`src/logic/pipe_pkg.sv`:
```
package pipe_pkg;

    // Datapath widths
    localparam int DATA_W   = 32;
    localparam int EIP_W    = 32;
    localparam int REG_W    = 3;
    localparam int NUM_REGS = 8;

    // Operation codes seen by execute
    typedef enum logic [3:0] {
        OP_ADD  = 4'd0,
        OP_SUB  = 4'd1,
        OP_AND  = 4'd2,
        OP_OR   = 4'd3,
        OP_XOR  = 4'd4,
        OP_SHL  = 4'd5,  // Shift amount is operand b[4:0]
        OP_MOV  = 4'd6,  // Copies operand b
        OP_BEQ  = 4'd7,
        OP_BNE  = 4'd8,
        OP_TRAP = 4'd9
    } alu_op_e;

    // Exception codes, also the vector index
    typedef enum logic [1:0] {
        EXC_NONE     = 2'd0,
        EXC_OVERFLOW = 2'd1,
        EXC_TRAP     = 2'd2
    } exc_e;

    // Vector for code n sits at EXC_BASE + 16*n
    localparam logic [EIP_W-1:0] EXC_BASE = 32'h0000_0100;

endpackage

```
`src/logic/ex_wb_latch.sv`:
```
`timescale 1ns/1ps

module ex_wb_latch (
    input  logic                        clk,
    input  logic                        rst_n,
    input  logic                        in_valid,
    output logic                        x_ready,
    input  logic                        flush,
    input  logic                        wb_ready,
    output logic                        wb_valid,
    input  logic [pipe_pkg::EIP_W-1:0]  x_eip,
    input  logic [pipe_pkg::REG_W-1:0]  x_dst,
    input  logic [pipe_pkg::DATA_W-1:0] x_data,
    input  logic                        x_we,
    input  pipe_pkg::exc_e              x_exc,
    input  logic                        x_redirect,
    input  logic [pipe_pkg::EIP_W-1:0]  x_target,
    output logic [pipe_pkg::EIP_W-1:0]  wb_eip,
    output logic [pipe_pkg::REG_W-1:0]  wb_dst,
    output logic [pipe_pkg::DATA_W-1:0] wb_data,
    output logic                        wb_we,
    output pipe_pkg::exc_e              wb_exc,
    output logic                        wb_redirect,
    output logic [pipe_pkg::EIP_W-1:0]  wb_target
);

    logic load;

    // Take a new entry when empty or when the current one leaves this cycle
    assign load    = !wb_valid || wb_ready;
    assign x_ready = load;

    always_ff @(posedge clk) begin
        if (!rst_n || flush) begin
            wb_valid <= 1'b0;  // Flush also drops the entry taken at this edge
        end else if (load) begin
            wb_valid <= in_valid;
        end
    end

    always_ff @(posedge clk) begin
        if (load) begin
            wb_eip      <= x_eip;
            wb_dst      <= x_dst;
            wb_data     <= x_data;
            wb_we       <= x_we;
            wb_exc      <= x_exc;
            wb_redirect <= x_redirect;
            wb_target   <= x_target;
        end
    end

    // Stalled entry stays valid and unchanged under the retire port
    a_hold_stable: assert property (@(posedge clk) disable iff (!rst_n)
        wb_valid && !wb_ready |=>
            wb_valid &&
            $stable({wb_eip, wb_dst, wb_data, wb_we, wb_exc, wb_redirect, wb_target}));

    // Flush comes from a retiring instruction, so there must be one
    a_flush_valid: assert property (@(posedge clk) disable iff (!rst_n)
        flush |-> wb_valid);

endmodule

```
`src/logic/exec_wb_core.sv`:
```
`timescale 1ns/1ps

module exec_wb_core (
    input  logic                        clk,
    input  logic                        rst_n,
    input  logic                        in_valid,
    output logic                        in_ready,
    input  logic [pipe_pkg::EIP_W-1:0]  in_eip,
    input  pipe_pkg::alu_op_e           in_op,
    input  logic [pipe_pkg::REG_W-1:0]  in_src_a,
    input  logic [pipe_pkg::REG_W-1:0]  in_src_b,
    input  logic [pipe_pkg::REG_W-1:0]  in_dst,
    input  logic                        in_use_imm,
    input  logic [pipe_pkg::DATA_W-1:0] in_imm,
    output logic                        retire_valid,
    input  logic                        retire_ready,
    output logic [pipe_pkg::EIP_W-1:0]  retire_eip,
    output logic [pipe_pkg::REG_W-1:0]  retire_dst,
    output logic [pipe_pkg::DATA_W-1:0] retire_data,
    output logic                        retire_we,
    output pipe_pkg::exc_e              retire_exc,
    output logic                        resteer_valid,
    output logic [pipe_pkg::EIP_W-1:0]  resteer_target,
    output logic [31:0]                 retired_count
);
    import pipe_pkg::*;

    // Register file ports
    logic [REG_W-1:0]  rf_addr_a;
    logic [REG_W-1:0]  rf_addr_b;
    logic [DATA_W-1:0] rf_data_a;
    logic [DATA_W-1:0] rf_data_b;
    logic              rf_we;
    logic [REG_W-1:0]  rf_addr;
    logic [DATA_W-1:0] rf_data;

    // Execute results into the latch
    logic [EIP_W-1:0]  x_eip;
    logic [REG_W-1:0]  x_dst;
    logic [DATA_W-1:0] x_data;
    logic              x_we;
    exc_e              x_exc;
    logic              x_redirect;
    logic [EIP_W-1:0]  x_target;

    // Latch outputs
    logic              wb_valid;
    logic              wb_ready;
    logic [EIP_W-1:0]  wb_eip;
    logic [REG_W-1:0]  wb_dst;
    logic [DATA_W-1:0] wb_data;
    logic              wb_we;
    exc_e              wb_exc;
    logic              wb_redirect;
    logic [EIP_W-1:0]  wb_target;
    logic              flush;

    reg_file u_reg_file (
        .clk       (clk),
        .rst_n     (rst_n),
        .rd_addr_a (rf_addr_a),
        .rd_addr_b (rf_addr_b),
        .rd_data_a (rf_data_a),
        .rd_data_b (rf_data_b),
        .wr_en     (rf_we),
        .wr_addr   (rf_addr),
        .wr_data   (rf_data)
    );

    execute_unit u_execute_unit (
        .in_eip     (in_eip),
        .in_op      (in_op),
        .in_src_a   (in_src_a),
        .in_src_b   (in_src_b),
        .in_dst     (in_dst),
        .in_use_imm (in_use_imm),
        .in_imm     (in_imm),
        .rf_addr_a  (rf_addr_a),
        .rf_addr_b  (rf_addr_b),
        .rf_data_a  (rf_data_a),
        .rf_data_b  (rf_data_b),
        .fwd_valid  (wb_valid),
        .fwd_we     (wb_we),
        .fwd_dst    (wb_dst),
        .fwd_data   (wb_data),
        .x_eip      (x_eip),
        .x_dst      (x_dst),
        .x_data     (x_data),
        .x_we       (x_we),
        .x_exc      (x_exc),
        .x_target   (x_target),
        .x_redirect (x_redirect)
    );

    ex_wb_latch u_ex_wb_latch (
        .clk         (clk),
        .rst_n       (rst_n),
        .in_valid    (in_valid),
        .x_ready     (in_ready),
        .flush       (flush),
        .wb_ready    (wb_ready),
        .wb_valid    (wb_valid),
        .x_eip       (x_eip),
        .x_dst       (x_dst),
        .x_data      (x_data),
        .x_we        (x_we),
        .x_exc       (x_exc),
        .x_redirect  (x_redirect),
        .x_target    (x_target),
        .wb_eip      (wb_eip),
        .wb_dst      (wb_dst),
        .wb_data     (wb_data),
        .wb_we       (wb_we),
        .wb_exc      (wb_exc),
        .wb_redirect (wb_redirect),
        .wb_target   (wb_target)
    );

    writeback_unit u_writeback_unit (
        .clk            (clk),
        .rst_n          (rst_n),
        .wb_valid       (wb_valid),
        .wb_ready       (wb_ready),
        .wb_eip         (wb_eip),
        .wb_dst         (wb_dst),
        .wb_data        (wb_data),
        .wb_we          (wb_we),
        .wb_exc         (wb_exc),
        .wb_redirect    (wb_redirect),
        .wb_target      (wb_target),
        .retire_valid   (retire_valid),
        .retire_ready   (retire_ready),
        .retire_eip     (retire_eip),
        .retire_dst     (retire_dst),
        .retire_data    (retire_data),
        .retire_we      (retire_we),
        .retire_exc     (retire_exc),
        .rf_we          (rf_we),
        .rf_addr        (rf_addr),
        .rf_data        (rf_data),
        .resteer_valid  (resteer_valid),
        .resteer_target (resteer_target),
        .flush          (flush),
        .retired_count  (retired_count)
    );

endmodule

```
`src/logic/execute_unit.sv`:
```
`timescale 1ns/1ps

module execute_unit (
    input  logic [pipe_pkg::EIP_W-1:0]  in_eip,
    input  pipe_pkg::alu_op_e           in_op,
    input  logic [pipe_pkg::REG_W-1:0]  in_src_a,
    input  logic [pipe_pkg::REG_W-1:0]  in_src_b,
    input  logic [pipe_pkg::REG_W-1:0]  in_dst,
    input  logic                        in_use_imm,
    input  logic [pipe_pkg::DATA_W-1:0] in_imm,
    output logic [pipe_pkg::REG_W-1:0]  rf_addr_a,
    output logic [pipe_pkg::REG_W-1:0]  rf_addr_b,
    input  logic [pipe_pkg::DATA_W-1:0] rf_data_a,
    input  logic [pipe_pkg::DATA_W-1:0] rf_data_b,
    input  logic                        fwd_valid,
    input  logic                        fwd_we,
    input  logic [pipe_pkg::REG_W-1:0]  fwd_dst,
    input  logic [pipe_pkg::DATA_W-1:0] fwd_data,
    output logic [pipe_pkg::EIP_W-1:0]  x_eip,
    output logic [pipe_pkg::REG_W-1:0]  x_dst,
    output logic [pipe_pkg::DATA_W-1:0] x_data,
    output logic                        x_we,
    output pipe_pkg::exc_e              x_exc,
    output logic [pipe_pkg::EIP_W-1:0]  x_target,
    output logic                        x_redirect
);
    import pipe_pkg::*;

    logic [DATA_W-1:0] reg_a;
    logic [DATA_W-1:0] reg_b;
    logic [DATA_W-1:0] opnd_b;
    logic [DATA_W-1:0] result;
    logic              overflow;
    logic              writes_reg;
    logic              taken;

    assign rf_addr_a = in_src_a;
    assign rf_addr_b = in_src_b;

    // The latched instruction has not written the file yet, so bypass it
    assign reg_a = (fwd_valid && fwd_we && fwd_dst == in_src_a) ? fwd_data : rf_data_a;
    assign reg_b = (fwd_valid && fwd_we && fwd_dst == in_src_b) ? fwd_data : rf_data_b;

    assign opnd_b = in_use_imm ? in_imm : reg_b;

    always_comb begin
        result     = '0;
        overflow   = 1'b0;
        writes_reg = 1'b1;
        taken      = 1'b0;
        case (in_op)
            OP_ADD: begin
                result   = reg_a + opnd_b;
                overflow = (reg_a[DATA_W-1] == opnd_b[DATA_W-1]) &&
                           (result[DATA_W-1] != reg_a[DATA_W-1]);
            end
            OP_SUB: begin
                result   = reg_a - opnd_b;
                overflow = (reg_a[DATA_W-1] != opnd_b[DATA_W-1]) &&
                           (result[DATA_W-1] != reg_a[DATA_W-1]);
            end
            OP_AND:  result = reg_a & opnd_b;
            OP_OR:   result = reg_a | opnd_b;
            OP_XOR:  result = reg_a ^ opnd_b;
            OP_SHL:  result = reg_a << opnd_b[4:0];
            OP_MOV:  result = opnd_b;
            OP_BEQ: begin
                writes_reg = 1'b0;
                taken      = (reg_a == reg_b);  // Always the register, never imm
            end
            OP_BNE: begin
                writes_reg = 1'b0;
                taken      = (reg_a != reg_b);
            end
            default: writes_reg = 1'b0;  // TRAP and unused codes
        endcase
    end

    always_comb begin
        if (in_op == OP_TRAP) begin
            x_exc = EXC_TRAP;
        end else if (overflow) begin
            x_exc = EXC_OVERFLOW;
        end else begin
            x_exc = EXC_NONE;
        end
    end

    assign x_eip      = in_eip;
    assign x_dst      = in_dst;
    assign x_data     = result;
    assign x_we       = writes_reg && (x_exc == EXC_NONE);  // Exceptions never write
    assign x_redirect = taken || (x_exc != EXC_NONE);

    // Exception vector wins over a branch target
    assign x_target = (x_exc != EXC_NONE) ? EXC_BASE + (EIP_W'(x_exc) << 4)
                                          : EIP_W'(in_imm);

endmodule

```
`src/logic/reg_file.sv`:
```
`timescale 1ns/1ps

module reg_file (
    input  logic                        clk,
    input  logic                        rst_n,
    input  logic [pipe_pkg::REG_W-1:0]  rd_addr_a,
    input  logic [pipe_pkg::REG_W-1:0]  rd_addr_b,
    output logic [pipe_pkg::DATA_W-1:0] rd_data_a,
    output logic [pipe_pkg::DATA_W-1:0] rd_data_b,
    input  logic                        wr_en,
    input  logic [pipe_pkg::REG_W-1:0]  wr_addr,
    input  logic [pipe_pkg::DATA_W-1:0] wr_data
);
    import pipe_pkg::*;

    logic [DATA_W-1:0] regs [NUM_REGS];

    // Architectural state, all zero out of reset
    always_ff @(posedge clk) begin
        if (!rst_n) begin
            for (int i = 0; i < NUM_REGS; i++) begin
                regs[i] <= '0;
            end
        end else if (wr_en) begin
            regs[wr_addr] <= wr_data;
        end
    end

    // Read ports are combinational, a same-cycle write is not visible
    assign rd_data_a = regs[rd_addr_a];
    assign rd_data_b = regs[rd_addr_b];

endmodule

```
`src/logic/writeback_unit.sv`:
```
`timescale 1ns/1ps

module writeback_unit (
    input  logic                        clk,
    input  logic                        rst_n,
    input  logic                        wb_valid,
    output logic                        wb_ready,
    input  logic [pipe_pkg::EIP_W-1:0]  wb_eip,
    input  logic [pipe_pkg::REG_W-1:0]  wb_dst,
    input  logic [pipe_pkg::DATA_W-1:0] wb_data,
    input  logic                        wb_we,
    input  pipe_pkg::exc_e              wb_exc,
    input  logic                        wb_redirect,
    input  logic [pipe_pkg::EIP_W-1:0]  wb_target,
    output logic                        retire_valid,
    input  logic                        retire_ready,
    output logic [pipe_pkg::EIP_W-1:0]  retire_eip,
    output logic [pipe_pkg::REG_W-1:0]  retire_dst,
    output logic [pipe_pkg::DATA_W-1:0] retire_data,
    output logic                        retire_we,
    output pipe_pkg::exc_e              retire_exc,
    output logic                        rf_we,
    output logic [pipe_pkg::REG_W-1:0]  rf_addr,
    output logic [pipe_pkg::DATA_W-1:0] rf_data,
    output logic                        resteer_valid,
    output logic [pipe_pkg::EIP_W-1:0]  resteer_target,
    output logic                        flush,
    output logic [31:0]                 retired_count
);

    logic retire_fire;

    assign wb_ready     = retire_ready;
    assign retire_valid = wb_valid;
    assign retire_eip   = wb_eip;
    assign retire_dst   = wb_dst;
    assign retire_data  = wb_data;
    assign retire_we    = wb_we;
    assign retire_exc   = wb_exc;

    assign retire_fire = wb_valid && retire_ready;

    // Architectural update happens only at the retire edge
    assign rf_we   = retire_fire && wb_we;
    assign rf_addr = wb_dst;
    assign rf_data = wb_data;

    assign flush          = retire_fire && wb_redirect;
    assign resteer_valid  = flush;
    assign resteer_target = wb_target;

    always_ff @(posedge clk) begin
        if (!rst_n) begin
            retired_count <= '0;
        end else if (retire_fire) begin
            retired_count <= retired_count + 32'd1;
        end
    end

    a_resteer_retire: assert property (@(posedge clk) disable iff (!rst_n)
        resteer_valid |-> retire_valid && retire_ready);

endmodule

```
`config.mk`:
```
export PLATFORM = sky130hd
export DESIGN_NAME = exec_wb_core
export DESIGN_NICKNAME = d
export VERILOG_FILES = /design/src/logic/pipe_pkg.sv /design/src/logic/ex_wb_latch.sv /design/src/logic/exec_wb_core.sv /design/src/logic/execute_unit.sv /design/src/logic/reg_file.sv /design/src/logic/writeback_unit.sv
export SDC_FILE = /design/constraint.sdc
export NUM_CORES = 1
export LEC_CHECK = 0
export CAP_MARGIN = 0
export CORE_MARGIN = 3
export CORE_UTILIZATION = 46
export CTS_CLUSTER_DIAMETER = 100
export DETAILED_ROUTE_END_ITERATION = 8
export DONT_BUFFER_PORTS = 1
export SYNTH_ARGS = -nofsm -noshare
export SYNTH_HDL_FRONTEND = slang
export SYNTH_SLANG_ARGS = --single-unit
```
`constraint.sdc`:
```
create_clock -name clk -period 17.7 [get_ports clk]
set_input_delay 3.54 -clock clk [delete_from_list [all_inputs] [get_ports clk]]
set_output_delay 3.54 -clock clk [all_outputs]
set_load 0.03 [all_outputs]
```
=== Yosys cells after proc, flatten, opt, wreduce, memory -nomap -nowiden ===
Memories as Yosys holds them, arrays and structs flattened.
Index checks and enable logic that the tools add are counted.

* Word-level logic and storage cells: 71
* Register bits after elaboration: 136
* Memory bits (writable): 256
* Memories kept: 1

{| class="wikitable"
|+ Memories
! name !! words !! width !! rd ports !! clocked after Yosys merged registers in !! wr ports !! RTL line !! RTL
|-
| u_reg_file.regs || 8 || 32 || 2 || 0 || 8 || reg_file.sv:16 || <nowiki>logic [DATA_W-1:0] regs [NUM_REGS];</nowiki>
|}

* Equality and inequality tests: 17
* Multiplexer cells: 17
* Add/sub/neg operators: 4
* Bitwise operators: 3
* Reductions and logical operators: 19
* Shift-type cells: 1

{| class="wikitable"
|+ Operators with widths
! operator !! number
|-
| $pmux 32 s7 || 1
|-
| $mux 32 || 5
|-
| $add 32x1->32 const B || 1
|-
| $add 32x32->32 || 1
|-
| $and 32x32->32 || 1
|-
| $eq 32x32->1 || 1
|-
| $ne 32x32->1 || 1
|-
| $or 32x32->32 || 1
|-
| $reduce_or 32->1 || 1
|-
| $shl 32x5->32 || 1
|-
| $sub 32x32->32 || 1
|-
| $xor 32x32->32 || 1
|-
| $eq 4x3->1 const B || 4
|-
| $add 9x6->10 const A || 1
|-
| $logic_and 1x1->1 || 9
|-
| $eq 4x2->1 const B || 2
|-
| $eq 4x4->1 const B || 2
|-
| $mux 1 || 7
|-
| $reduce_or 7->1 || 1
|-
| $eq 3x3->1 || 2
|-
| $eq 4x1->1 const B || 1
|-
| $logic_not 4->1 || 1
|-
| $pmux 1 s2 || 2
|-
| $logic_or 1x1->1 || 3
|-
| other kinds (7) || 10
|}

=== Logic depth before layout (Yosys ltp) ===
Gate-level depths: netlist of run 1.

* Depth in word-level cells: 12
* Gate-level depth with buffers: 24
* Depth with buffers taken out: 19

=== Cells and area by module ===
A second synthesis of run 1 with hierarchy kept.

* Cells, all modules: 2,805
* Area total of the unflattened synthesis: 28,821.4 µm²

{| class="wikitable"
|+ Modules (own cells, without submodules)
! module !! area each (µm²) !! times used !! cells each !! seq. area each (µm²)
|-
| reg_file || 13,530.5 || 1 || 843 || 7,687.4
|-
| execute_unit || 9,582.9 || 1 || 1,536 || 0.0
|-
| ex_wb_latch || 3,138.0 || 1 || 108 || 3,113.0
|-
| writeback_unit || 2,570.0 || 1 || 318 || 640.6
|}

=== Worst setup path before layout of run 1 ===
Ideal clock, no wire load.

* Path kind: input -> output
* Start point: input retire_ready
* End point: output in_ready
* Stages: 1
* Path buffers: 0
* Required time: 14,160 ps
* Data arrival time: 6,264 ps
* Setup slack: 7,896 ps
* Cell sequence: nand2b_1

* Word-level cells in the longest chain between the ends: 1

{| class="wikitable"
|+ Ends and longest elaborated chain
! item !! RTL line !! RTL
|-
| start, declared || exec_wb_core.sv:16 || <nowiki>input logic retire_ready,</nowiki>
|-
| $logic_or 1x1->1 || ex_wb_latch.sv:30 || <nowiki>assign load = !wb_valid || wb_ready;</nowiki>
|-
| end, declared || exec_wb_core.sv:7 || <nowiki>output logic in_ready,</nowiki>
|}

Every way passes these cells.

=== Worst setup path in the final report of run 1 ===
* Start point: input in_src_a[0] (netlist name)
* End point: register u_ex_wb_latch.wb_target[5] (netlist name) (data pin)

* Word-level cells in the longest chain between the ends: 11

{| class="wikitable"
|+ Ends and longest elaborated chain
! item !! RTL line !! RTL
|-
| start, declared || exec_wb_core.sv:10 || <nowiki>input logic [pipe_pkg::REG_W-1:0] in_src_a,</nowiki>
|-
| branches (longest 2 deep; another with $mem_v2 8x32) || n/a ||
|-
| $mux 32 (*) || execute_unit.sv:41 || <nowiki>assign reg_a = (fwd_valid && fwd_we && fwd_dst == in_src_a) ? fwd_data : rf_data_a;</nowiki>
|-
| $sub 32x32->32 or $add 32x32->32 (tied branches) || execute_unit.sv:58, execute_unit.sv:53 ||
|-
| $ne 1x1->1, on equally long branches || execute_unit.sv:60, execute_unit.sv:55 ||
|-
| $logic_and 1x1->1, on equally long branches || execute_unit.sv:59, execute_unit.sv:54 ||
|-
| $pmux 1 s2 (*) || execute_unit.sv:51 || <nowiki>case (in_op)</nowiki>
|-
| $mux 1 (*) || execute_unit.sv:82 || <nowiki>end else if (overflow) begin</nowiki>
|-
| $mux 2 (*) || execute_unit.sv:80 || <nowiki>if (in_op == OP_TRAP) begin</nowiki>
|-
| $add 9x6->10 or $reduce_bool 2->1 (tied branches) || execute_unit.sv:96 || <nowiki>assign x_target = (x_exc != EXC_NONE) ? EXC_BASE + (EIP_W'(x_exc) << 4)</nowiki>
|-
| $mux 32 (*) || execute_unit.sv:96 ||
|-
| net u_ex_wb_latch.x_target (one bit) || ex_wb_latch.sv:17 || <nowiki>input logic [pipe_pkg::EIP_W-1:0] x_target,</nowiki>
|-
| end signal, assigned || ex_wb_latch.sv:49 || <nowiki>wb_target <= x_target;</nowiki>
|-
| end, declared || ex_wb_latch.sv:24 || <nowiki>output logic [pipe_pkg::EIP_W-1:0] wb_target</nowiki>
|}

Mark *: on every way through the listed nets, which the timed path passes.
A chain may end at the register's enable or synchronous reset.

==> results of run 1 <==
-- cell type report --
class                           count  area [sq um]  share of cell area
Clock buffer                       57          1170              0.0412
Antenna cell                        1          2.50           0.0000881
Clock inverter                     23           171             0.00603
Multi-Input combinational cell   1738         13900               0.491
Sequential cell                   392         11400               0.403
Timing Repair Buffer               48           360              0.0127
Inverter                          101           379              0.0133
Tap cell                          756           946              0.0333
-- cells in the final DEF (no fill, tap or decap), types with 11 or more instances in the layout --
| master | instances |
|---|---|
| o21ai_0 | 75 |
| dfxtp_1 | 33 |
| nand2b_1 | 18 |
| a21o_1 | 23 |
| clkbuf_1 | 12 |
| o211ai_1 | 20 |
| nand2_1 | 135 |
| nor2_1 | 199 |
| o221ai_1 | 32 |
| and3_1 | 13 |
| xor2_1 | 34 |
| o21bai_1 | 16 |
| ha_1 | 98 |
| mux4_2 | 128 |
| buf_4 | 48 |
| mux2i_1 | 109 |
| edfxtp_1 | 359 |
| and2_1 | 264 |
| a21oi_1 | 159 |
| inv_1 | 97 |
| nor4_1 | 11 |
| a221oi_1 | 20 |
| nand4_1 | 20 |
| or3_1 | 11 |
| a211oi_1 | 17 |
| o22ai_1 | 20 |
| mux2_2 | 49 |
| clkbuf_16 | 45 |
| nand3_1 | 27 |
| a22oi_1 | 26 |
| nor3_1 | 19 |
| xnor2_1 | 42 |
-- through the flow --
stage	util	cells	setup slack (ns)	cell area, sq um	hold WS (ns)
2_1_floorplan	-	2395	7.90	26300	0.610
3_3_place_gp	0.479	3035	8.08	27100	0.624
3_5_place_dp	0.479	3035	7.85	27100	0.648
4_1_cts	0.503	3115	8.46	28400	0.656
5_1_grt	0.503	3115	7.94	28400	0.699
6_report	0.503	3116	8.25	28400	0.670
-- metal layers --
layer  share of wire  routed length, microns
met4           0.042                    3840
met5               0                       0
met2            0.45                   41000
met3            0.11                    9600
met1            0.40                   36700
-- worst register-to-register path, delay by kind of cell, from the launching register on --
family                   cells  cell delay, ns
AO/OA/AOI/OAI                7            1.92
XOR/XNOR                     2            0.39
adder cells (fa/ha/maj)      1            0.51
buffers and inverters        3            1.04
flip-flops                   1            0.73
AND/OR/NAND/NOR              8            2.30
-- cell families after synthesis --
kind of cell | synth area share
simple gates | 0.149
compound gates | 0.128
flops | 0.435
mux | 0.173
buf+inv | 0.0404
fa+ha+maj | 0.0489
xor+xnor | 0.0253
-- flip-flops by register name, indices dropped and copies added (netlist names) --
register	cells
u_ex_wb_latch.wb_dst	3
u_ex_wb_latch.wb_data	32
u_ex_wb_latch.wb_we	1
u_ex_wb_latch.wb_eip	32
u_ex_wb_latch.wb_valid	1
u_ex_wb_latch.wb_target	32
u_ex_wb_latch.wb_redirect	1
u_ex_wb_latch.wb_exc	2
u_writeback_unit.retired_count	32
u_reg_file.regs	256
-- power by group through the flow --
stage          combinational, W  sequential, W  clock [W]
3_3_place_gp           0.000595        0.00125          0
2_1_floorplan          0.000441        0.00120          0
6_report               0.000616        0.00124   0.000866
3_5_place_dp           0.000595        0.00126          0
5_1_grt                0.000656        0.00125   0.000922
4_1_cts                0.000599        0.00124   0.000884
-- how the worst max path moves through the flow --
stage,from,to,slack [ns],cells after the start
global route,in_src_b[1],u_ex_wb_latch.wb_target[5]$_DFFE_PP_,7.94,21
global placement,in_src_b[1],u_ex_wb_latch.wb_target[5]$_DFFE_PP_,8.08,21
CTS,in_src_a[1],u_ex_wb_latch.wb_target[5]$_DFFE_PP_,8.46,18
finish,in_src_a[0],u_ex_wb_latch.wb_target[5]$_DFFE_PP_,8.25,18
detailed placement,in_src_a[1],u_ex_wb_latch.wb_target[5]$_DFFE_PP_,7.85,18
floorplan,retire_ready,in_ready,7.90,1
==> flow_metrics.py, run 1 <==
metrics = {
    "route": {
        "viasPerCell": 6.48,
        "wl_microns": 91200,
        "dr.pass1.iters": 5,
        "drt-initial-drc-count": 2342,
        "drt-wirelength-per-cell_microns": 29.3,
        "drcViolationCount": 0,
        "route.antenna.remaining_nets": 0,
        "num_vias": 20200,
    },
    "worst_setup_path": {
        "r2r_end": "u_ex_wb_latch.wb_target[5]$_DFFE_PP_",
        "critical_path_class": "in2reg",
        "cpMostUsedCell": "buf_4",
        "cp.required_ns": 17.98,
        "cp_slowest_cell": "or4_2",
        "slowest_delay_ns": 0.63,
        "path_cells": "xor2_1 -> or4_2 -> buf_4 -> mux2i_1 -> inv_1 -> ha_1 -> or3b_2 -> or4_1 -> nor4_1 -> o31ai_1 -> o211ai_2 -> nor4_2 -> or2_1 -> a311oi_2 -> xnor2_1 -> o32ai_4 -> buf_4 -> o21ai_0",
        "crit_family": "simple AND/OR/NAND/NOR gates",
        "crit_path_max_fanout": 63,
        "worst-path-buf-inv": 3,
        "crit_arrival_ns": 9.74,
        "start_kind": "input port",
        "reg2reg_depth": 21,
        "rrSetupSlack_ns": 10.50,
        "worstReg2RegStart": "u_ex_wb_latch.wb_dst[1]$_DFFE_PP_",
        "crit_path_end_kind": "register",
    },
    "grt": {
        "grt_pass1_vias": 19700,
        "grt_usage": 0.297,
        "grt_overflow_total": 0,
        "grt_start_max_net_pins": 66,
        "antenna_found_initial": 2,
        "use_met3": 0.0738,
        "met1_usage": 0.401,
        "grt_use_met2": 0.461,
        "grt_first_pass_wirelength_microns": 133000,
        "grt-busiest-layer": "met2",
    },
    "clock_network": {
        "post_cts_buffers": 0,
        "numCtsBuffers": 45,
        "root_buffer": "clkbuf_16",
        "clkSinkCount": 392,
        "path_clk_slew_ns": 0.05,
        "clk_latency_ns": 0.60,
        "cts_tree": "yes",
        "cts_resized": 0,
        "clock_path_buffers": 3,
        "htree_num_levels": 2,
        "postCtsHoldBufs": 0,
    },
    "timing": {
        "period_share": 0.534,
        "tightestPinTransition_ns": 1.26,
        "hold_violations": 0,
        "final.setup_skew_ns": 0.0340,
        "rsz0062_at_grt": "no",
        "slew_viol_final": 0,
        "final.setup.tns_ns": 0,
        "relSlewSlack": 0.159,
        "setup_violations": 0,
        "min_period_ns": 9.45,
        "fmax_mhz": 106,
    },
    "logic_synthesis": {
        "synth_edf_count": 359,
        "syn_avg_cell_area_sq_um": 11.0,
        "synth_top_area_share": 0.410,
        "synth.most_common_cell": "edfxtp_1",
        "synth_nets": 2577,
        "yosys_warnings": 0,
        "synth_area_sq_um": 26300,
        "ys_types": 88,
        "post_synth_most_frequent_cells": "edfxtp_1, and2_1, nor2_1",
        "syn_inst": 2395,
        "ys_seq_elements": 392,
        "yosys-top-cells-area": "edfxtp_1, mux4_2, and2_1",
        "synth_top_area_cell": "edfxtp_1",
        "synth_ff_type": "edfxtp_1",
        "synth-seq-area-share": 0.435,
        "synthArstFlopShare": 0,
    },
    "run": {
        "max_cap_viol_count": 0,
    },
    "min_path": {
        "worstHoldEndpoint": "u_writeback_unit.retired_count[25]$_SDFFE_PN0P_",
        "hp-class": "reg2reg",
        "min_path_cells": 2,
        "hold_start": "u_writeback_unit.retired_count[25]$_SDFFE_PN0P_",
    },
    "power_and_ir_drop": {
        "pwr-share-clk": 0.319,
        "vdd_drop_max_mv": 0.0695,
        "leakage_nw": 11.1,
        "total_power_w": 0.00272,
        "internal-power_w": 0.00178,
        "p_comb_frac": 0.227,
        "power_density_nw_per_um2": 95.7,
        "power_frac_seq": 0.455,
        "netSwitchingFraction": 0.347,
        "switchingPower_w": 0.000944,
    },
    "floorplanning": {
        "dieWidth_microns": 245,
        "dieArea_sq_um": 60100,
        "ioPinCount": 219,
        "core-area_sq_um": 56500,
        "die_h_microns": 245,
        "fp-row-count": 87,
        "start_util": 0.465,
    },
    "placement": {
        "portBuffers": 0,
        "dp_hpwl_microns": 64200,
        "gp_congestion": 0.972,
    },
    "cells_and_area": {
        "num-nets-final": 2508,
        "syn_to_final_growth_pct": 8.07,
        "fill_cells": 5054,
        "drive_above_1_share": 0.144,
    },
    "run_status": {
        "status": "finished clean",
    },
}
Note: power is estimated with default switching activity, not from simulation.
==> inputs of run 2 (changes only) <==
- clock period: 17.7 -> 9.19 ns (I/O delays scaled with it)
==> run 2 against run 1 <==
Against the previous run:
- critical path type unchanged
- die area is the same
- worst setup slack got worse by 6.6 ns
- clock skew is 0.0066 ns higher
- sequential cell count unchanged
- routed wire length grew 1.4%
- sequential share of layout area decreased by 0.19 points
==> flow_metrics.py, run 2 (synthesis results as in run 1) <==
metrics = {
    "timing": {
        "final.setup.tns_ns": 0,
        "fmax_mhz": 133,
        "holdWs_ns": 0.673,
        "min_period_ns": 7.54,
        "final.setup_skew_ns": 0.0407,
        "hold_violations": 0,
        "period_share": 0.821,
        "rsz0062_at_grt": "no",
        "setup_slack_ns": 1.65,
        "relSlewSlack": 0.262,
        "setup_violations": 0,
        "tightestPinTransition_ns": 1.08,
        "slew_viol_final": 0,
    },
    "grt": {
        "use_met3": 0.0806,
        "grt_pass1_vias": 19800,
        "grt_usage": 0.301,
        "grt_use_met2": 0.476,
        "grt_start_max_net_pins": 66,
        "grt_first_pass_wirelength_microns": 134000,
        "met1_usage": 0.401,
        "grt-busiest-layer": "met2",
        "grt_overflow_total": 0,
        "antenna_found_initial": 4,
    },
    "route": {
        "drcViolationCount": 0,
        "dr.pass1.iters": 6,
        "route.antenna.remaining_nets": 0,
        "wl_microns": 92500,
        "drt-initial-drc-count": 2191,
        "viasPerCell": 6.47,
        "drt-wirelength-per-cell_microns": 29.6,
        "num_vias": 20200,
    },
    "placement": {
        "dp_hpwl_microns": 64800,
        "dp_slack_ns": 1.18,
        "gp_congestion": 0.956,
        "portBuffers": 0,
    },
    "floorplanning": {
        "start_util": 0.465,
        "dieArea_sq_um": 60100,
        "die_h_microns": 245,
        "ioPinCount": 219,
        "dieWidth_microns": 245,
        "fp-row-count": 87,
        "core-area_sq_um": 56500,
    },
    "worst_setup_path": {
        "critical_path_class": "in2reg",
        "crit_path_end_kind": "register",
        "cp.required_ns": 9.46,
        "crit_path_max_fanout": 65,
        "crit_arrival_ns": 7.81,
        "start_kind": "input port",
    },
    "power_and_ir_drop": {
        "power_density_nw_per_um2": 186,
        "vdd_drop_max_mv": 0.140,
        "leakage_nw": 11.1,
    },
    "cells_and_area": {
        "largest-register": "u_reg_file.regs",
        "fill_cells": 5042,
        "drive_above_1_share": 0.145,
        "final_cell_mix": "edfxtp_1, and2_1, nor2_1",
        "syn_to_final_growth_pct": 8.57,
        "regArea_sq_um": 11400,
        "num-nets-final": 2514,
        "multi_input_area_sq_um": 13900,
        "final_common_cell": "edfxtp_1",
        "largest_reg_flops": 256,
    },
    "clock_network": {
        "numCtsBuffers": 45,
        "clk_latency_ns": 0.60,
        "clock_path_buffers": 3,
        "path_clk_slew_ns": 0.06,
        "htree_num_levels": 2,
        "root_buffer": "clkbuf_16",
        "post_cts_buffers": 0,
        "postCtsHoldBufs": 0,
        "cts_resized": 0,
        "cts_tree": "yes",
        "clkSinkCount": 392,
    },
    "run_status": {
        "status": "finished clean",
    },
    "min_path": {
        "hp-class": "reg2reg",
    },
    "run": {
        "max_cap_viol_count": 0,
    },
}
[run 2: final cells by class]
| class | instances | area share |
|---|---|---|
| flip-flops and latches | 392 | 0.401 |
| well taps | 756 | 0.0331 |
| clock inverters | 30 | 0.00890 |
| clock buffers | 53 | 0.0408 |
| multi-input cells | 1738 | 0.488 |
| repair buffers | 54 | 0.0142 |
| diodes | 5 | 0.000438 |
| inverters | 101 | 0.0133 |
[run 2: per-layer routing]
metal	share of wire	wire, microns	vias up
met5	0.00074	68	-
met4	0.037	3450	10
met3	0.098	9090	173
met2	0.46	42400	1036
met1	0.41	37500	10200
li1	-	-	8837
[run 2: final timing paths]
| kind | from | end | slack (ns) | cells after the start |
|---|---|---|---|---|
| hold / removal | u_writeback_unit.retired_count[25]$_SDFFE_PN0P_ | u_writeback_unit.retired_count[25]$_SDFFE_PN0P_ | 0.67 | 2 |
| setup reg to reg | u_ex_wb_latch.wb_dst[1]$_DFFE_PP_ | u_ex_wb_latch.wb_target[5]$_DFFE_PP_ | 2.11 | 21 |
| hold reg to reg | u_writeback_unit.retired_count[25]$_SDFFE_PN0P_ | u_writeback_unit.retired_count[25]$_SDFFE_PN0P_ | 0.67 | 2 |
| setup / recovery | in_src_b[1] | u_ex_wb_latch.wb_target[5]$_DFFE_PP_ | 1.65 | 21 |
[run 2: power breakdown]
| part | switching (W) | leakage [nW] | internal (W) |
|---|---|---|---|
| Combinational | 0.000752 | 6.46 | 0.000444 |
| Sequential | 0.000310 | 4.00 | 0.00207 |
| Clock | 0.000768 | 0.684 | 0.000972 |
| Total | 0.00183 | 11.1 | 0.00349 |
[run 2: metrics by stage]
step	util	cells	power, W	instance area (sq um)
after global placement	0.480	3041	0.00357	27100
final	0.505	3129	0.00532	28500
after floorplan	-	2395	0.00315	26300
after CTS	0.505	3124	0.00532	28500
after global routing	0.505	3125	0.00551	28500
after detailed placement	0.480	3041	0.00357	27100
[run 2: critical path, cell delays in order]
cell      delay [ns]
xor2_1          0.19
nor4_2          0.30
buf_4           0.50
nor2_1          0.12
a21oi_1         0.22
nor2_1          0.06
a21oi_1         0.24
inv_1           0.10
ha_1            0.50
or3b_2          0.53
or4_1           0.49
nor4_1          0.29
o31ai_1         0.15
o211ai_2        0.34
nor4_2          0.12
or2_1           0.31
a311oi_2        0.30
xnor2_1         0.16
o32ai_4         0.42
buf_4           0.43
o21ai_0         0.14
==> inputs of run 3 (changes only) <==
- ABC_AREA: unset -> 1
- clock period: 9.19 -> 7.7 ns (I/O delays scaled with it)
==> run 3 against run 2 <==
Against the previous run:
- synthesized area up 3.1%
- die area is 3.0% higher
- hold slack got worse by 0.031 ns
- worst setup slack got worse by 0.30 ns
- clock power is 21% higher
- synthesized cell count up 48%
==> flow_metrics.py, run 3 <==
metrics = {
    "route": {
        "viasPerCell": 6.14,
        "drt-initial-drc-count": 3714,
        "wl_microns": 105000,
        "route.antenna.remaining_nets": 0,
        "num_vias": 26000,
        "drcViolationCount": 0,
        "dr.pass1.iters": 6,
        "drt-wirelength-per-cell_microns": 24.8,
    },
    "grt": {
        "grt_pass1_vias": 24200,
        "antenna_found_initial": 4,
        "met1_usage": 0.440,
        "grt_first_pass_wirelength_microns": 155000,
        "use_met3": 0.0658,
        "grt-busiest-layer": "met2",
        "grt_use_met2": 0.517,
        "grt_usage": 0.327,
        "grt_start_max_net_pins": 218,
        "grt_overflow_total": 0,
    },
    "timing": {
        "rsz0062_at_grt": "no",
        "setup_slack_ns": 1.35,
        "setup_violations": 0,
        "period_share": 0.825,
        "min_period_ns": 6.35,
        "relSlewSlack": 0.220,
        "hold_violations": 0,
        "fmax_mhz": 157,
        "slew_viol_final": 0,
        "final.setup_skew_ns": 0.0307,
        "final.setup.tns_ns": 0,
        "tightestPinTransition_ns": 1.17,
    },
    "placement": {
        "dp_slack_ns": 0.957,
        "portBuffers": 0,
        "gp_congestion": 1.05,
        "dp_hpwl_microns": 71500,
    },
    "power_and_ir_drop": {
        "power_density_nw_per_um2": 219,
        "leakage_nw": 11.6,
        "vdd_drop_max_mv": 0.217,
    },
    "floorplanning": {
        "fp-row-count": 88,
        "start_util": 0.467,
        "dieArea_sq_um": 61900,
        "ioPinCount": 219,
        "dieWidth_microns": 249,
        "die_h_microns": 249,
        "core-area_sq_um": 58000,
    },
    "worst_setup_path": {
        "cp.required_ns": 8.12,
        "cp_slowest_cell": "o21ai_0",
        "crit_path_max_fanout": 43,
        "crit_path_end_kind": "register",
        "critical_path_class": "in2reg",
        "start_kind": "input port",
        "cpMostUsedCell": "nand2_1",
        "crit_arrival_ns": 6.77,
        "slowest_delay_ns": 0.70,
        "r2r_end": "u_ex_wb_latch.wb_target[29]$_SDFFCE_PP0P_",
        "path_cells": "clkinv_2 -> nand2_1 -> nand2_1 -> nor2_2 -> nand2_2 -> buf_4 -> o21ai_0 -> o21ai_0 -> ha_1 -> inv_1 -> a21oi_1 -> o21ai_0 -> nand2_1 -> o311ai_0 -> a31oi_1 -> nand2_1 -> nand2_1 -> nand3_1 -> nand3_2 -> nand3_4 -> nor2_2",
        "reg2reg_depth": 21,
        "worstReg2RegStart": "u_ex_wb_latch.wb_valid$_SDFFE_PP0P_",
        "rrSetupSlack_ns": 1.55,
    },
    "clock_network": {
        "root_buffer": "clkbuf_16",
        "htree_num_levels": 2,
        "clkSinkCount": 392,
        "path_clk_slew_ns": 0.07,
        "clock_path_buffers": 3,
        "clk_latency_ns": 0.61,
        "cts_resized": 0,
        "postCtsHoldBufs": 0,
        "cts_tree": "yes",
        "numCtsBuffers": 47,
        "post_cts_buffers": 0,
    },
    "min_path": {
        "min_path_cells": 1,
        "hold_start": "u_writeback_unit.retired_count[3]$_SDFFE_PN0P_",
        "worstHoldEndpoint": "u_writeback_unit.retired_count[3]$_SDFFE_PN0P_",
        "hp-class": "reg2reg",
    },
    "logic_synthesis": {
        "synth_ff_type": "edfxtp_1",
        "yosys-top-cells-area": "edfxtp_1, o21ai_0, nand2_1",
        "yosys_warnings": 0,
        "synthArstFlopShare": 0,
        "syn_avg_cell_area_sq_um": 7.63,
        "synth_top_area_share": 0.398,
        "syn_inst": 3552,
        "post_synth_most_frequent_cells": "nand2_1, nor2_1, inv_1",
        "synth-seq-area-share": 0.422,
        "synth.most_common_cell": "nand2_1",
        "synth_area_sq_um": 27100,
        "ys_types": 58,
        "synth_nets": 3734,
        "synth_top_area_cell": "edfxtp_1",
        "synth_edf_count": 359,
        "ys_seq_elements": 392,
    },
    "cells_and_area": {
        "num-nets-final": 3621,
        "largest-register": "u_reg_file.regs",
        "largest_reg_flops": 256,
        "drive_above_1_share": 0.0590,
        "fill_cells": 5740,
        "final_common_cell": "nand2_1",
        "syn_to_final_growth_pct": 6.81,
        "final_cell_mix": "nand2_1, nor2_1, inv_1",
    },
    "run": {
        "max_cap_viol_count": 0,
    },
    "run_status": {
        "status": "finished clean",
    },
}
-- run 3: cell count changes in the layout (fill, tap and decap cells not counted), sizes merged, moves of 31 or more --
cell,delta
a21oi,+158
mux4,-128
o21ai,+350
mux2i,-108
o211ai,+83
nand3,+218
nor2,+300
xnor2,-31
inv,+360
mux2,-50
nand2,+372
and2,-263
-- run 3: how the worst max path moves through the flow --
| stage | from | end |
|---|---|---|
| floorplan | retire_ready | in_ready |
| global placement | in_src_b[1] | u_ex_wb_latch.wb_target[1]$_SDFFCE_PP0P_ |
| detailed placement | in_src_b[1] | u_ex_wb_latch.wb_target[29]$_SDFFCE_PP0P_ |
| CTS | in_src_b[1] | u_ex_wb_latch.wb_target[29]$_SDFFCE_PP0P_ |
| global route | in_src_b[2] | u_ex_wb_latch.wb_target[6]$_SDFFCE_PP0P_ |
| finish | in_src_b[1] | u_ex_wb_latch.wb_target[29]$_SDFFCE_PP0P_ |
-- run 3: power breakdown --
group / total [W] / leakage, nW / switching, W / internal, W
Clock: 0.00210 / 0.675 / 0.000933 / 0.00117
Sequential: 0.00268 / 4.02 / 0.000237 / 0.00245
Combinational: 0.00155 / 6.92 / 0.00114 / 0.000418
-- run 3: kinds of logic after synthesis --
kind of cell / synth area share
AND/OR/NAND/NOR: 0.215
AO/OA/AOI/OAI: 0.205
flip-flops: 0.422
multiplexers: 0.000739
adder cells (fa/ha/maj): 0.0467
buffers and inverters: 0.0988
XOR/XNOR: 0.0123
-- run 3: layout make-up --
class | instances | area [sq um] | area share
Timing Repair Buffer | 45 | 363 | 0.0125
Multi-Input combinational cell | 2486 | 13000 | 0.450
Clock buffer | 66 | 1250 | 0.0431
Clock inverter | 17 | 151 | 0.00523
Tap cell | 765 | 957 | 0.0331
Antenna cell | 3 | 7.51 | 0.000259
Sequential cell | 392 | 11400 | 0.395
Inverter | 467 | 1750 | 0.0606
-- run 3: worst max-delay path: cells and delay by family --
family | cells | cell delay (ns)
AND/OR/NAND/NOR | 11 | 2.02
buffers and inverters | 3 | 0.69
AO/OA/AOI/OAI | 6 | 1.88
adder cells (fa/ha/maj) | 1 | 0.58
-- run 3: per-stage QoR --
step | hold WS, ns | util | area, sq um | power (W) | cells
finish | 0.642 | 0.499 | 28900 | 0.00634 | 4241
global route | 0.673 | 0.499 | 28900 | 0.00661 | 4240
CTS | 0.645 | 0.499 | 28900 | 0.00632 | 4238
detailed placement | 0.635 | 0.475 | 27500 | 0.00422 | 4155
global placement | 0.617 | 0.475 | 27500 | 0.00421 | 4155
floorplan | 0.597 | - | 27100 | 0.00373 | 3552
-- run 3: per-layer routing --
layer  vias to the layer above  part of all wire
met5                         -           0.00015
met4                         2             0.046
met3                       266              0.11
met2                      1550              0.45
met1                     12300              0.40
li1                      11900                 -
